`src/source/gb_io_pkg.sv`:
```
// ----------------------------------------------------------
// shared definitions for the I/O and internal memory side
// address map, interrupt vectors, serial timing
// gb_addr_t union with its io and wram views
// ----------------------------------------------------------
`default_nettype none

package gb_io_pkg;

	// ----------------------------------------------------------
	// address map
	// ----------------------------------------------------------
	localparam logic [7:0] PAGE_IO   = 8'hFF;   // register page
	localparam logic [7:0] ADDR_JOYP = 8'h00;   // P1
	localparam logic [7:0] ADDR_SB   = 8'h01;   // serial data
	localparam logic [7:0] ADDR_SC   = 8'h02;   // serial control
	localparam logic [7:0] ADDR_IF   = 8'h0F;
	localparam logic [7:0] ADDR_SVBK = 8'h70;   // colour mode only
	localparam logic [7:0] ADDR_IE   = 8'hFF;

	// C000 and D000 share one 8k region, bank_sel splits them
	localparam logic [2:0] REGION_WRAM0 = 3'b110;
	localparam logic [2:0] REGION_WRAM1 = 3'b110;

	localparam int HRAM_DEPTH = 127;   // FF80..FFFE
	localparam int WRAM_BANKS = 8;     // 4k each

	// ----------------------------------------------------------
	// interrupts
	// ----------------------------------------------------------
	localparam int IRQ_COUNT  = 5;
	localparam int IRQ_VBLANK = 0;     // highest priority
	localparam int IRQ_LCD    = 1;
	localparam int IRQ_TIMER  = 2;
	localparam int IRQ_SERIAL = 3;
	localparam int IRQ_JOYPAD = 4;

	localparam logic [7:0] IRQ_VEC_BASE = 8'h40;
	localparam logic [7:0] IRQ_VEC_STEP = 8'h08;
	localparam logic [7:0] IRQ_VEC_NONE = 8'h55;   // nothing pending

	// serial timing, internal clock
	localparam int         SERIAL_BIT_CYCLES = 512;
	localparam logic [3:0] SERIAL_BITS       = 4'd8;

	localparam logic [7:0] OPEN_BUS = 8'hFF;   // unmapped reads

	// two readings of the same 16-bit cpu address
	typedef struct packed {
		logic [7:0] page;     // high byte
		logic [7:0] offset;   // register offset on the page
	} io_view_t;

	typedef struct packed {
		logic [2:0]  region;     // 8k region
		logic        bank_sel;   // 0 = C000 half, 1 = D000 half
		logic [11:0] offset;     // byte within the 4k bank
	} wram_view_t;

	typedef union packed {
		io_view_t   io;
		wram_view_t wram;
	} gb_addr_t;

endpackage

`default_nettype wire

```
`src/source/io_bus_if.sv`:
```
// ----------------------------------------------------------
// internal register bus between decoder and targets
// address, write data, write strobe, one select per target
// ----------------------------------------------------------
`default_nettype none

interface io_bus_if import gb_io_pkg::*; ();

	gb_addr_t   addr;    // cpu address, both views
	logic [7:0] wdata;
	logic       wr;

	// selects, already qualified by mode
	logic sel_joyp;
	logic sel_sc;
	logic sel_if;
	logic sel_ie;
	logic sel_svbk;   // only high in colour mode
	logic sel_wram;   // C000..DFFF
	logic sel_hram;   // FF80..FFFE

	// decode side drives everything
	modport decoder (
		output addr,
		output wdata,
		output wr,
		output sel_joyp,
		output sel_sc,
		output sel_if,
		output sel_ie,
		output sel_svbk,
		output sel_wram,
		output sel_hram
	);

	// peripherals only listen
	modport target (
		input addr,
		input wdata,
		input wr,
		input sel_joyp,
		input sel_sc,
		input sel_if,
		input sel_ie,
		input sel_svbk,
		input sel_wram,
		input sel_hram
	);

endinterface

`default_nettype wire

```
`src/source/bus_decoder.sv`:
```
// ----------------------------------------------------------
// cpu bus decode
// region and register selects onto the internal bus
// registered read multiplexer, open bus for holes
// ----------------------------------------------------------
`default_nettype none

module bus_decoder import gb_io_pkg::*; (
	input  logic       clk_cpu,
	input  logic       reset,
	input  logic       is_cgb,
	input  gb_addr_t   addr,
	input  logic [7:0] wdata,
	input  logic       rd,
	input  logic       wr,
	io_bus_if.decoder  bus,
	input  logic [7:0] joyp_rdata,
	input  logic [7:0] sc_rdata,
	input  logic [7:0] if_rdata,
	input  logic [7:0] ie_rdata,
	input  logic [7:0] svbk_rdata,
	input  logic [7:0] ram_rdata,
	output logic [7:0] rdata
);

	logic       on_io_page;
	logic       rd_q;        // read in flight
	logic [6:0] src_q;       // one-hot source of that read
	logic [7:0] read_data;

	assign on_io_page = (addr.io.page == PAGE_IO);

	// pass-through part of the bus
	assign bus.addr  = addr;
	assign bus.wdata = wdata;
	assign bus.wr    = wr;

	// single-offset registers on the FF page
	assign bus.sel_joyp = on_io_page && (addr.io.offset == ADDR_JOYP);
	assign bus.sel_sc   = on_io_page && (addr.io.offset == ADDR_SC);
	assign bus.sel_if   = on_io_page && (addr.io.offset == ADDR_IF);
	assign bus.sel_ie   = on_io_page && (addr.io.offset == ADDR_IE);
	assign bus.sel_svbk = on_io_page && (addr.io.offset == ADDR_SVBK) && is_cgb;

	// upper half of the page minus IE
	assign bus.sel_hram = on_io_page && addr.io.offset[7] && (addr.io.offset != ADDR_IE);

	// C000..DFFF, bank_sel picks the half
	assign bus.sel_wram = ((addr.wram.region == REGION_WRAM0) && !addr.wram.bank_sel) ||
		((addr.wram.region == REGION_WRAM1) && addr.wram.bank_sel);

	// ----------------------------------------------------------
	// read path
	// ----------------------------------------------------------

	// src_q bit map: 6 hram, 5 wram, 4 svbk, 3 ie, 2 if, 1 sc, 0 joyp
	always_comb begin
		read_data = OPEN_BUS;   // holes, SB and mono-mode SVBK
		if (src_q[0]) read_data = joyp_rdata;
		if (src_q[1]) read_data = sc_rdata;
		if (src_q[2]) read_data = if_rdata;
		if (src_q[3]) read_data = ie_rdata;
		if (src_q[4]) read_data = svbk_rdata;
		if (src_q[5] || src_q[6]) read_data = ram_rdata;   // shared sync-read port
	end

	// stage 1 latches the source while the RAMs fetch, stage 2 loads rdata
	always_ff @(posedge clk_cpu) begin
		if (reset) begin
			rd_q  <= 1'b0;
			src_q <= '0;
			rdata <= OPEN_BUS;
		end else begin
			rd_q  <= rd;
			src_q <= {bus.sel_hram, bus.sel_wram, bus.sel_svbk,
				bus.sel_ie, bus.sel_if, bus.sel_sc, bus.sel_joyp};
			if (rd_q)
				rdata <= read_data;   // holds until the next read
		end
	end

endmodule

`default_nettype wire

```
`src/flat_wrapper.sv`:
```
// flat-port wrapper written by rule: the top's interface ports become plain ports
module bus_decoder_flat import gb_io_pkg::*;
  (clk_cpu, reset, is_cgb, addr, wdata, rd, wr, joyp_rdata, sc_rdata, if_rdata, ie_rdata, svbk_rdata, ram_rdata, rdata, bus_addr, bus_wdata, bus_wr, bus_sel_joyp, bus_sel_sc, bus_sel_if, bus_sel_ie, bus_sel_svbk, bus_sel_wram, bus_sel_hram);
  io_bus_if bus_i ();
  input  logic clk_cpu;
  input  logic reset;
  input  logic is_cgb;
  input  gb_addr_t addr;
  input  logic [7:0] wdata;
  input  logic rd;
  input  logic wr;
  input  logic [7:0] joyp_rdata;
  input  logic [7:0] sc_rdata;
  input  logic [7:0] if_rdata;
  input  logic [7:0] ie_rdata;
  input  logic [7:0] svbk_rdata;
  input  logic [7:0] ram_rdata;
  output logic [7:0] rdata;
  output wire logic [$bits(bus_i.addr)-1:0] bus_addr;
  output wire logic [$bits(bus_i.wdata)-1:0] bus_wdata;
  output wire logic [$bits(bus_i.wr)-1:0] bus_wr;
  output wire logic [$bits(bus_i.sel_joyp)-1:0] bus_sel_joyp;
  output wire logic [$bits(bus_i.sel_sc)-1:0] bus_sel_sc;
  output wire logic [$bits(bus_i.sel_if)-1:0] bus_sel_if;
  output wire logic [$bits(bus_i.sel_ie)-1:0] bus_sel_ie;
  output wire logic [$bits(bus_i.sel_svbk)-1:0] bus_sel_svbk;
  output wire logic [$bits(bus_i.sel_wram)-1:0] bus_sel_wram;
  output wire logic [$bits(bus_i.sel_hram)-1:0] bus_sel_hram;
  assign bus_addr = bus_i.addr;
  assign bus_wdata = bus_i.wdata;
  assign bus_wr = bus_i.wr;
  assign bus_sel_joyp = bus_i.sel_joyp;
  assign bus_sel_sc = bus_i.sel_sc;
  assign bus_sel_if = bus_i.sel_if;
  assign bus_sel_ie = bus_i.sel_ie;
  assign bus_sel_svbk = bus_i.sel_svbk;
  assign bus_sel_wram = bus_i.sel_wram;
  assign bus_sel_hram = bus_i.sel_hram;
  bus_decoder u_core (.clk_cpu(clk_cpu), .reset(reset), .is_cgb(is_cgb), .addr(addr), .wdata(wdata), .rd(rd), .wr(wr), .bus(bus_i), .joyp_rdata(joyp_rdata), .sc_rdata(sc_rdata), .if_rdata(if_rdata), .ie_rdata(ie_rdata), .svbk_rdata(svbk_rdata), .ram_rdata(ram_rdata), .rdata(rdata));
endmodule
```
`config.mk`:
```
export PLATFORM = sky130hd
export DESIGN_NAME = bus_decoder_flat
export DESIGN_NICKNAME = d
export VERILOG_FILES = /design/src/source/gb_io_pkg.sv /design/src/source/io_bus_if.sv /design/src/source/bus_decoder.sv /design/src/flat_wrapper.sv
export SDC_FILE = /design/constraint.sdc
export NUM_CORES = 1
export LEC_CHECK = 0
export ABC_AREA = 1
export BUFFER_PORTS_ARGS = -buffer_cell sky130_fd_sc_hd__buf_2
export CORE_UTILIZATION = 36
export DETAILED_ROUTE_END_ITERATION = 8
export PLACE_DENSITY = 0.8
export SKIP_LAST_GASP = 1
export SLEW_MARGIN = 15
export SYNTH_ARGS = -nofsm -noshare
export SYNTH_HDL_FRONTEND = slang
export SYNTH_SLANG_ARGS = --single-unit
```
`constraint.sdc`:
```
create_clock -name clk_cpu -period 1.8 [get_ports clk_cpu]
set_clock_uncertainty 0.15 [all_clocks]
set_input_delay 0.54 -clock clk_cpu [delete_from_list [all_inputs] [get_ports clk_cpu]]
set_output_delay 0.54 -clock clk_cpu [all_outputs]
set_load 0.1 [all_outputs]
```
==> summary.md, run 1 <==
| Metric | Value |
|---|---|
| Setup TNS | -1.847 ns |
| Synth area leader | nand2_1 |
| Post-DR wirelength/cell | around 12 microns |
| Fillers | 265 |
| GRT Resource Usage Total | 0.2297 |
| CP Max Fanout | 3 |
| Worst-margin pin slew | ~0.56 ns |
| HP Class | register to register |
| Antenna Cells | 0 |
| Crit path cell chain | buf_6 -> nand2_8 -> nor2_4 -> nand2_4 -> nor2_4 -> nand4_1 -> clkinvlp_4 -> buf_12 |
| Synth warn | 0 |
| Via/cell ratio | roughly 4.6 |
| Status | finished with violations |
| Share of Yosys cell area claimed by the top area cell type | 0.2418 |
| Antenna violations before repair | 0 |
| TritonCTS sink count | 16 |
| Number of buffers created by CTS | 3 |
| Endpoint class of the critical path | output pin |
| Max-cap violations | 0 |
| Final number of hold-violating endpoints | 0 |
| Syn_nets | around 320 |
| Worst Setup Start Kind | primary input |
| Max IR drop VDD | 0.4528 mV |
| Syn Area/Cell | around 5.8 sq um |
| Layout area overhead | 84.96% |
| DRT iter0 DRCs | 60 |
| Clock Pin Slew Worst Setup and Hold Paths | 0.07 ns |
| TritonCTS clock tree | built |
| Crit path kind | primary input to output pin |
| Port bufs | 98 |
| # rows | 22 |
| Gate Count Post-Synth | 240 |
| First-pass detailed-route iteration total | 4 |
| Die width | ~64 microns |
| Post-layout util | 0.6979 |
| RSZ-0062 raised after global routing | yes |
| Nets@finish | 413 |
| Clk buf depth | 2 |
| Residual DRC | 0 |
| Cell mode on critical path | nor2_4 |
| Root Buffer | clkbuf_8 |
| Storage element area | between 300 and 400 sq um |
| Synth unique cells | 20 |
| CP max stage delay | 0.19 ns |
| I/O Pins | roughly 120 |
| Gp weighted congestion | between 0.8 and 0.9 |
| Register area share after synthesis | 0.2319 |
| Starting Density | 0.3773 |
| Arr. time, crit path | 1.49 ns |
| Final Worst Setup Slack | -0.3786 ns |
| H-tree depth | 1 |
| Static Leak | 1.316 nW |
| Violated checks | setup timing |
| Post-Route WL | 4785 microns |
| CP Data Required Time | 1.11 ns |
| Largest net degree at the start of global routing | 17 |
| Gr ovfl total | 0 |
| Die area | between 4000 and 5000 sq um |
| Core area | between 3000 and 4000 sq um |
| Synth top area cells | nand2_1 (24%), dfxtp_1 (23%), buf_4 (14%), nor2_1 (8.2%), a21oi_1 (8.0%) |
| P per Cell Area | 489.5 nW/um^2 |
| Slew headroom | 0.6273 |
| Die H | about 64 microns |
| Vias post-DR | roughly 1,800 |
| Share of cells above drive strength 1 | 0.4687 |
| Final setup viols | 6 |
| Vias in the first global route | between 1,500 and 2,000 |
| Cell Area, Synth | about 1400 sq um |
| Antenna viol nets, final | 0 |
| Post-DP HPWL | between 3000 and 4000 microns |
| Multi-input logic area | around 850 sq um |
| Seq cells post-synth | 16 |
| Min Clock Period, post-route | 2.179 ns |
| Top achievable clock speed | 0.4590 GHz |
| First-pass GRT wire length | ~7400 microns |
| Clock Latency Late Sink | 0.25 ns |
| Max Transition Viols Final | 0 |
| Final Cycle Share | 1.210 |
| Critical-path top delay cell | nand4_1 |
| Hold Buf Count CTS | 0 |
Yosys cell counts:
library cell / number
dfxtp_1: 16
clkbuf_8: 2
a21oi_1: 22
clkbuf_2: 2
nor2b_1: 1
nand2_1: 89
nor4_2: 1
or2_2: 1
a21oi_2: 2
nor3_1: 5
buf_2: 2
or2_1: 1
inv_1: 24
clkbuf_1: 2
buf_6: 1
buf_8: 1
nand3_1: 9
nand4_1: 3
nor2_1: 30
buf_4: 26
metrics by stage:
| step | std cells | area [sq um] | hold WS [ns] | power [W] | setup slack (ns) |
|---|---|---|---|---|---|
| 2_1_floorplan | 240 | 1523 | 0.4009 | 0.0007940 | -0.7421 |
| 6_report | 383 | 2555 | 0.3147 | 0.001251 | -0.3786 |
| 4_1_cts | 382 | 2537 | 0.3153 | 0.001246 | -0.3317 |
| 3_3_place_gp | 374 | 2322 | 0.2981 | 0.0008945 | -0.4209 |
| 5_1_grt | 383 | 2555 | 0.3384 | 0.001291 | -0.4559 |
| 3_5_place_dp | 374 | 2322 | 0.2978 | 0.0008991 | -0.4553 |
path summary, 6_finish.rpt:
path         slack, ns       startpoint              end  depth (start not counted)
max              -0.38         addr[14]       bus_sel_sc                          8
min               0.31  u_core.rdata[2]  u_core.rdata[2]                          2
max reg2reg       0.26  u_core.src_q[1]  u_core.rdata[1]                          9
min reg2reg       0.31  u_core.rdata[2]  u_core.rdata[2]                          2
worst max-delay path, delay by kind of cell:
kind          cells  cell delay, ns
buf+inv           3            0.42
simple gates      5            0.51
placed cells by master (no fill, tap or decap), types with 6 or more instances in the layout:
cell type | netlist | layout
nand2_1 | 89 | 81
buf_2 | 2 | 59
buf_4 | 26 | 30
buf_12 | 0 | 23
inv_1 | 24 | 22
a21oi_1 | 22 | 22
nor2_1 | 30 | 18
dfxtp_1 | 16 | 16
nor2_4 | 0 | 11
buf_6 | 1 | 10
nand3_1 | 9 | 9
nand2_4 | 0 | 6
cell families after synthesis:
kind of cell | Yosys count | synth area share
flops | 16 | 0.2319
compound gates | 24 | 0.09240
simple gates | 140 | 0.4103
buf+inv | 60 | 0.2654
per-layer routing:
layer  up-vias  track usage  wire length (microns)  part of all wire
met2        82       0.4694                   2680              0.56
met1       779       0.2208                   1662              0.35
met5         -            0                      0                 0
met3        15      0.03929                    317             0.066
li1        899            -                      -                 -
met4         0      0.09091                    124             0.026
layout make-up:
class                           instances  share of cell area
Tap cell                               48             0.02351
Clock buffer                            4             0.02155
Multi-Input combinational cell        164              0.3345
Sequential cell                        16              0.1254
Inverter                               24             0.03771
Timing Repair Buffer                  127              0.4574
power by group:
part | internal [W] | switching (W) | total, W
logic | 0.000215 | 0.000343 | 0.000558
registers | 0.000367 | 0.00000833 | 0.000375
clock network | 0.000194 | 0.000124 | 0.000318
total | 0.000775 | 0.000476 | 0.00125
repair_timing:
item / 4_1_cts / 5_1_grt
buffers inserted: 4 / 1
resized for setup: 36 / 3
endpoints found under the setup margin: 7 / 7
pin swaps: 16 / 3
registers in the layout, indices dropped and copies added (netlist names):
signal	cells
u_core.rd_q	1
u_core.src_q	7
u_core.rdata	8
No activity file was read; power rests on OpenSTA's default activity.
==> run 2, diff against run 1 <==
Settings changed: ABC_AREA 1 to not set, CORE_UTILIZATION 36 to 37, CTS_BUF_LIST set to sky130_fd_sc_hd__clkbuf_2 sky130_fd_sc_hd__clkbuf_4 sky130_fd_sc_hd__clkbuf_8, PLACE_DENSITY 0.8 to 0.86.
==> run 2 against run 1 <==
Compared with the run above: the run still ends with setup timing left; synthesized cell count down 38%; wire length down 4.9%; first-iteration DRC count up 15%; final cell count down 24%; power down 13%; die area down 15%.
==> summary.md, run 2 <==
| Metric | Value |
|---|---|
| Status | finished with violations |
| Violated checks | setup timing |
| Via/cell ratio | 5.151 (+11%) |
| Most flop-heavy register | u_core.rdata |
| Worst Setup Start Kind | primary input |
| GRT Resource Usage Total | 0.2532 (+0.02352) |
| Max IR drop VDD | 0.2840 mV (-37%) |
| Crit-path leading delay family | simple AND/OR/NAND/NOR gates |
| Hold Slack | 0.3225 ns (+0.007734 ns) |
| Post-DR wirelength/cell | 15.59 microns (+25%) |
| GR Util met3 | 0.05895 (+0.01967) |
| Gp weighted congestion | 0.7436 (-14%) |
| Setup TNS | -2.346 ns (-0.4988 ns) |
| Clock Latency Late Sink | 0.28 ns (+0.03 ns) |
| Worst hold endpoint | u_core.rd_q |
| R2R depth | 2 (-7) |
| Hold_sp | rd |
| Residual DRC | 0 (unchanged) |
| Top achievable clock speed | 0.4441 GHz (-3.2%) |
| Antenna viol nets, final | 0 (unchanged) |
| Main synth FF type | dfxtp_1 |
| Share of cells above drive strength 1 | 0.6290 (+0.1604) |
| Most frequent cells in the layout | buf_2 (61), buf_4 (30), buf_12 (23) |
| DRT iter0 DRCs | 69 (+15%) |
| Static Leak | 1.066 nW (-19%) |
| Final Worst Setup Slack | -0.4515 ns (-0.07298 ns) |
| RSZ-0062 raised after global routing | yes |
| Syn Area/Cell | 8.024 sq um (+39%) |
| Antenna Cells | 0 (unchanged) |
| I/O Pins | 117 (unchanged) |
| Buf/Inv on CP | 2 (-1) |
| Worst R2R End | u_core.rdata[2] |
| Final setup viols | 7 (+1) |
| Gate Count Post-Synth | 150 (-38%) |
| Worst-margin pin slew | 0.7070 ns (+0.1486 ns) |
| First-pass GRT wire length | 6410 microns (-13%) |
| Synth async-reset ratio | 0 (unchanged) |
| Synth top area cells | dfxtp_1 (27%), buf_4 (16%), a221oi_2 (10%), a221oi_1 (5.8%), o221ai_1 (5.8%) |
| Vias post-DR | 1,504 (-15%) |
| Main combinational cell family by area after synthesis | simple AND/OR/NAND/NOR gates |
| Hold Buf Count CTS | 0 (unchanged) |
| Share of Yosys cell area claimed by the top area cell type | 0.2661 (+0.02426) |
| Largest register FFs | 8 (unchanged) |
| XOR/XNOR Fraction of Synth Area | 0 (unchanged) |
| TritonCTS clock tree | built |
| Mux share of post-synthesis cell area | 0 (unchanged) |
| Layout area overhead | 92.41% |
| Synth unique cells | 29 (+45%) |
| R2R setup slack | 0.19 ns (-0.07 ns) |
| First-pass detailed-route iteration total | 4 (unchanged) |
| H-tree depth | 1 (unchanged) |
| Min Clock Period, post-route | 2.252 ns (+0.07298 ns) |
| Root Buffer | clkbuf_4 |
| Antenna violations before repair | 0 (unchanged) |
| Nets@finish | 327 (-21%) |
| Critical-path top delay cell | nor4_4 |
| CP Max Fanout | 3 (unchanged) |
| Clock Pin Slew Worst Setup and Hold Paths | 0.08 ns (about the same) |
| Slew headroom | 0.5280 (-0.09921) |
| Hold depth | 2 (unchanged) |
| Vias in the first global route | 1,468 (-15%) |
| Most numerous cell in the Yosys netlist | buf_4 |
| Port bufs | 98 (unchanged) |
| Met1 GRT Util | 0.2146 (-0.006204) |
| Synth Area in Compound Gates | 0.2495 (+0.1571) |
| Final number of hold-violating endpoints | 0 (unchanged) |
| Commonest non-fill, non-tap cell in the layout | buf_2 |
| Number of buffers created by CTS | 3 (unchanged) |
| Number of synthesized flops with an enable pin | 0 (unchanged) |
| P per Cell Area | 468.7 nW/um^2 (-4.2%) |
| TritonCTS sink count | 16 (unchanged) |
| Core area | 3078 sq um (-16%) |
| Die H | 59.04 microns (-7.7%) |
| Synth area leader | dfxtp_1 |
| Register area share after synthesis | 0.2661 (+0.03423) |
| Adder-cell share of the synthesized area | 0 (unchanged) |
| Met2 Usage GRT | 0.5325 (+0.06305) |
| Starting Density | 0.3911 (+0.01375) |
| Final Cycle Share | 1.251 (+0.04054) |
| Synth cell count leaders | buf_4 (25), nor2_1 (18), dfxtp_1 (16), nand2_1 (12), inv_1 (9) |
| Crit path cell chain | buf_6 -> nor3_4 -> nand2b_1 -> nor4_4 -> buf_12 |
| CP max stage delay | 0.35 ns (+0.16 ns) |
| Die area | 3485 sq um (-15%) |
| Arr. time, crit path | 1.56 ns (+0.07 ns) |
| Crit path kind | primary input to output pin |
| HP Class | primary input to register |
| Seq cells post-synth | 16 (unchanged) |
| Max-cap violations | 0 (unchanged) |
| CP Data Required Time | 1.11 ns (about the same) |
| Post-Route WL | 4551 microns (-4.9%) |
| Synth warn | 0 (unchanged) |
| Busiest grt layer | met2 |
| Gr ovfl total | 0 (unchanged) |
| Max Transition Viols Final | 0 (unchanged) |
| Top flop regs | u_core.rdata: 8 flops, u_core.src_q: 7 flops, u_core.rd_q: 1 flops |
| Cell Area, Synth | 1204 sq um (-13%) |
| R2r startpoint | u_core.src_q[4] |
| Largest net degree at the start of global routing | 17 (unchanged) |
| Post-Synth Simple-Gate Area | 0.2609 (-0.1494) |
| Endpoint class of the critical path | output pin |
| Post-DP HPWL | 3289 microns (-2.2%) |
| Die width | 59.04 microns (-7.7%) |
| # rows | 20 (-9.1%) |
| Clk buf depth | 2 (unchanged) |
| Syn_nets | 227 (-28%) |
## run 2: cell count changes in the layout (fill, tap and decap cells not counted), moves of 8 or more
cell | before | now
nand3_1 | 9 | 0
o221ai_1 | 0 | 8
a221oi_1 | 0 | 8
a21oi_1 | 22 | 8
nand2_1 | 81 | 10
a221oi_2 | 0 | 8
inv_1 | 22 | 9
or3_1 | 0 | 8
## run 2: area by class of cell
cell class | count | area, sq um
well taps | 44 | 55.05
inverters | 9 | 33.78
flip-flops and latches | 16 | 320.3
repair buffers | 128 | 1156
multi-input cells | 92 | 728.2
fillers | 219 | 762.0
clock buffers | 3 | 22.52
## run 2: report_power, final
part	leakage [nW]	internal (W)	switching [W]
Clock	0.0138	0.0000777	0.000101
Combinational	0.922	0.000207	0.000329
Sequential	0.131	0.000365	0.00000630
Total	1.07	0.000650	0.000436
## run 2: kinds of logic (layout without fill, tap and decap cells)
group                  Yosys count  count (layout)
AOI/OAI and AO/OA               32              32
buffers and inverters           42             140
DFF                             16              16
and+or+nand+nor                 60              60
## run 2: layer usage
| layer | vias to the layer above | wire [microns] |
|---|---|---|
| met3 | 6 | 334 |
| met2 | 82 | 2672 |
| li1 | 717 | - |
| met1 | 699 | 1469 |
| met4 | 0 | 74 |
| met5 | - | 0 |
## run 2: worst max path at each step
stage	start	end	slack (ns)	cells past startpoint
floorplan	addr[0]	bus_sel_svbk	-0.85	3
detailed placement	addr[11]	bus_sel_svbk	-0.47	5
global placement	addr[11]	bus_sel_svbk	-0.40	5
CTS	addr[0]	bus_sel_svbk	-0.44	5
global route	addr[0]	bus_sel_svbk	-0.52	5
finish	addr[0]	bus_sel_svbk	-0.45	5
## run 2: timing repair
item / 4_1_cts / 5_1_grt
gates resized for setup: 29 / 2
pin swaps: 5 / 3
setup endpoints to repair: 7 / 6
setup buffers: 4 / 3
cloned: 0 / 0
endpoints found under the hold margin: 0 / 0
## run 2: stage by stage
step                total power [W]  std cells    util  area [sq um]  setup WS (ns)
finish                     0.001086        292  0.7524          2316        -0.4515
global route               0.001125        292  0.7524          2316        -0.5245
CTS                        0.001081        289  0.7419          2283        -0.4359
detailed placement        0.0008794        283  0.6890          2121        -0.4698
global placement          0.0008705        283  0.6890          2121        -0.4031
floorplan                 0.0007687        150       -          1285        -0.8540
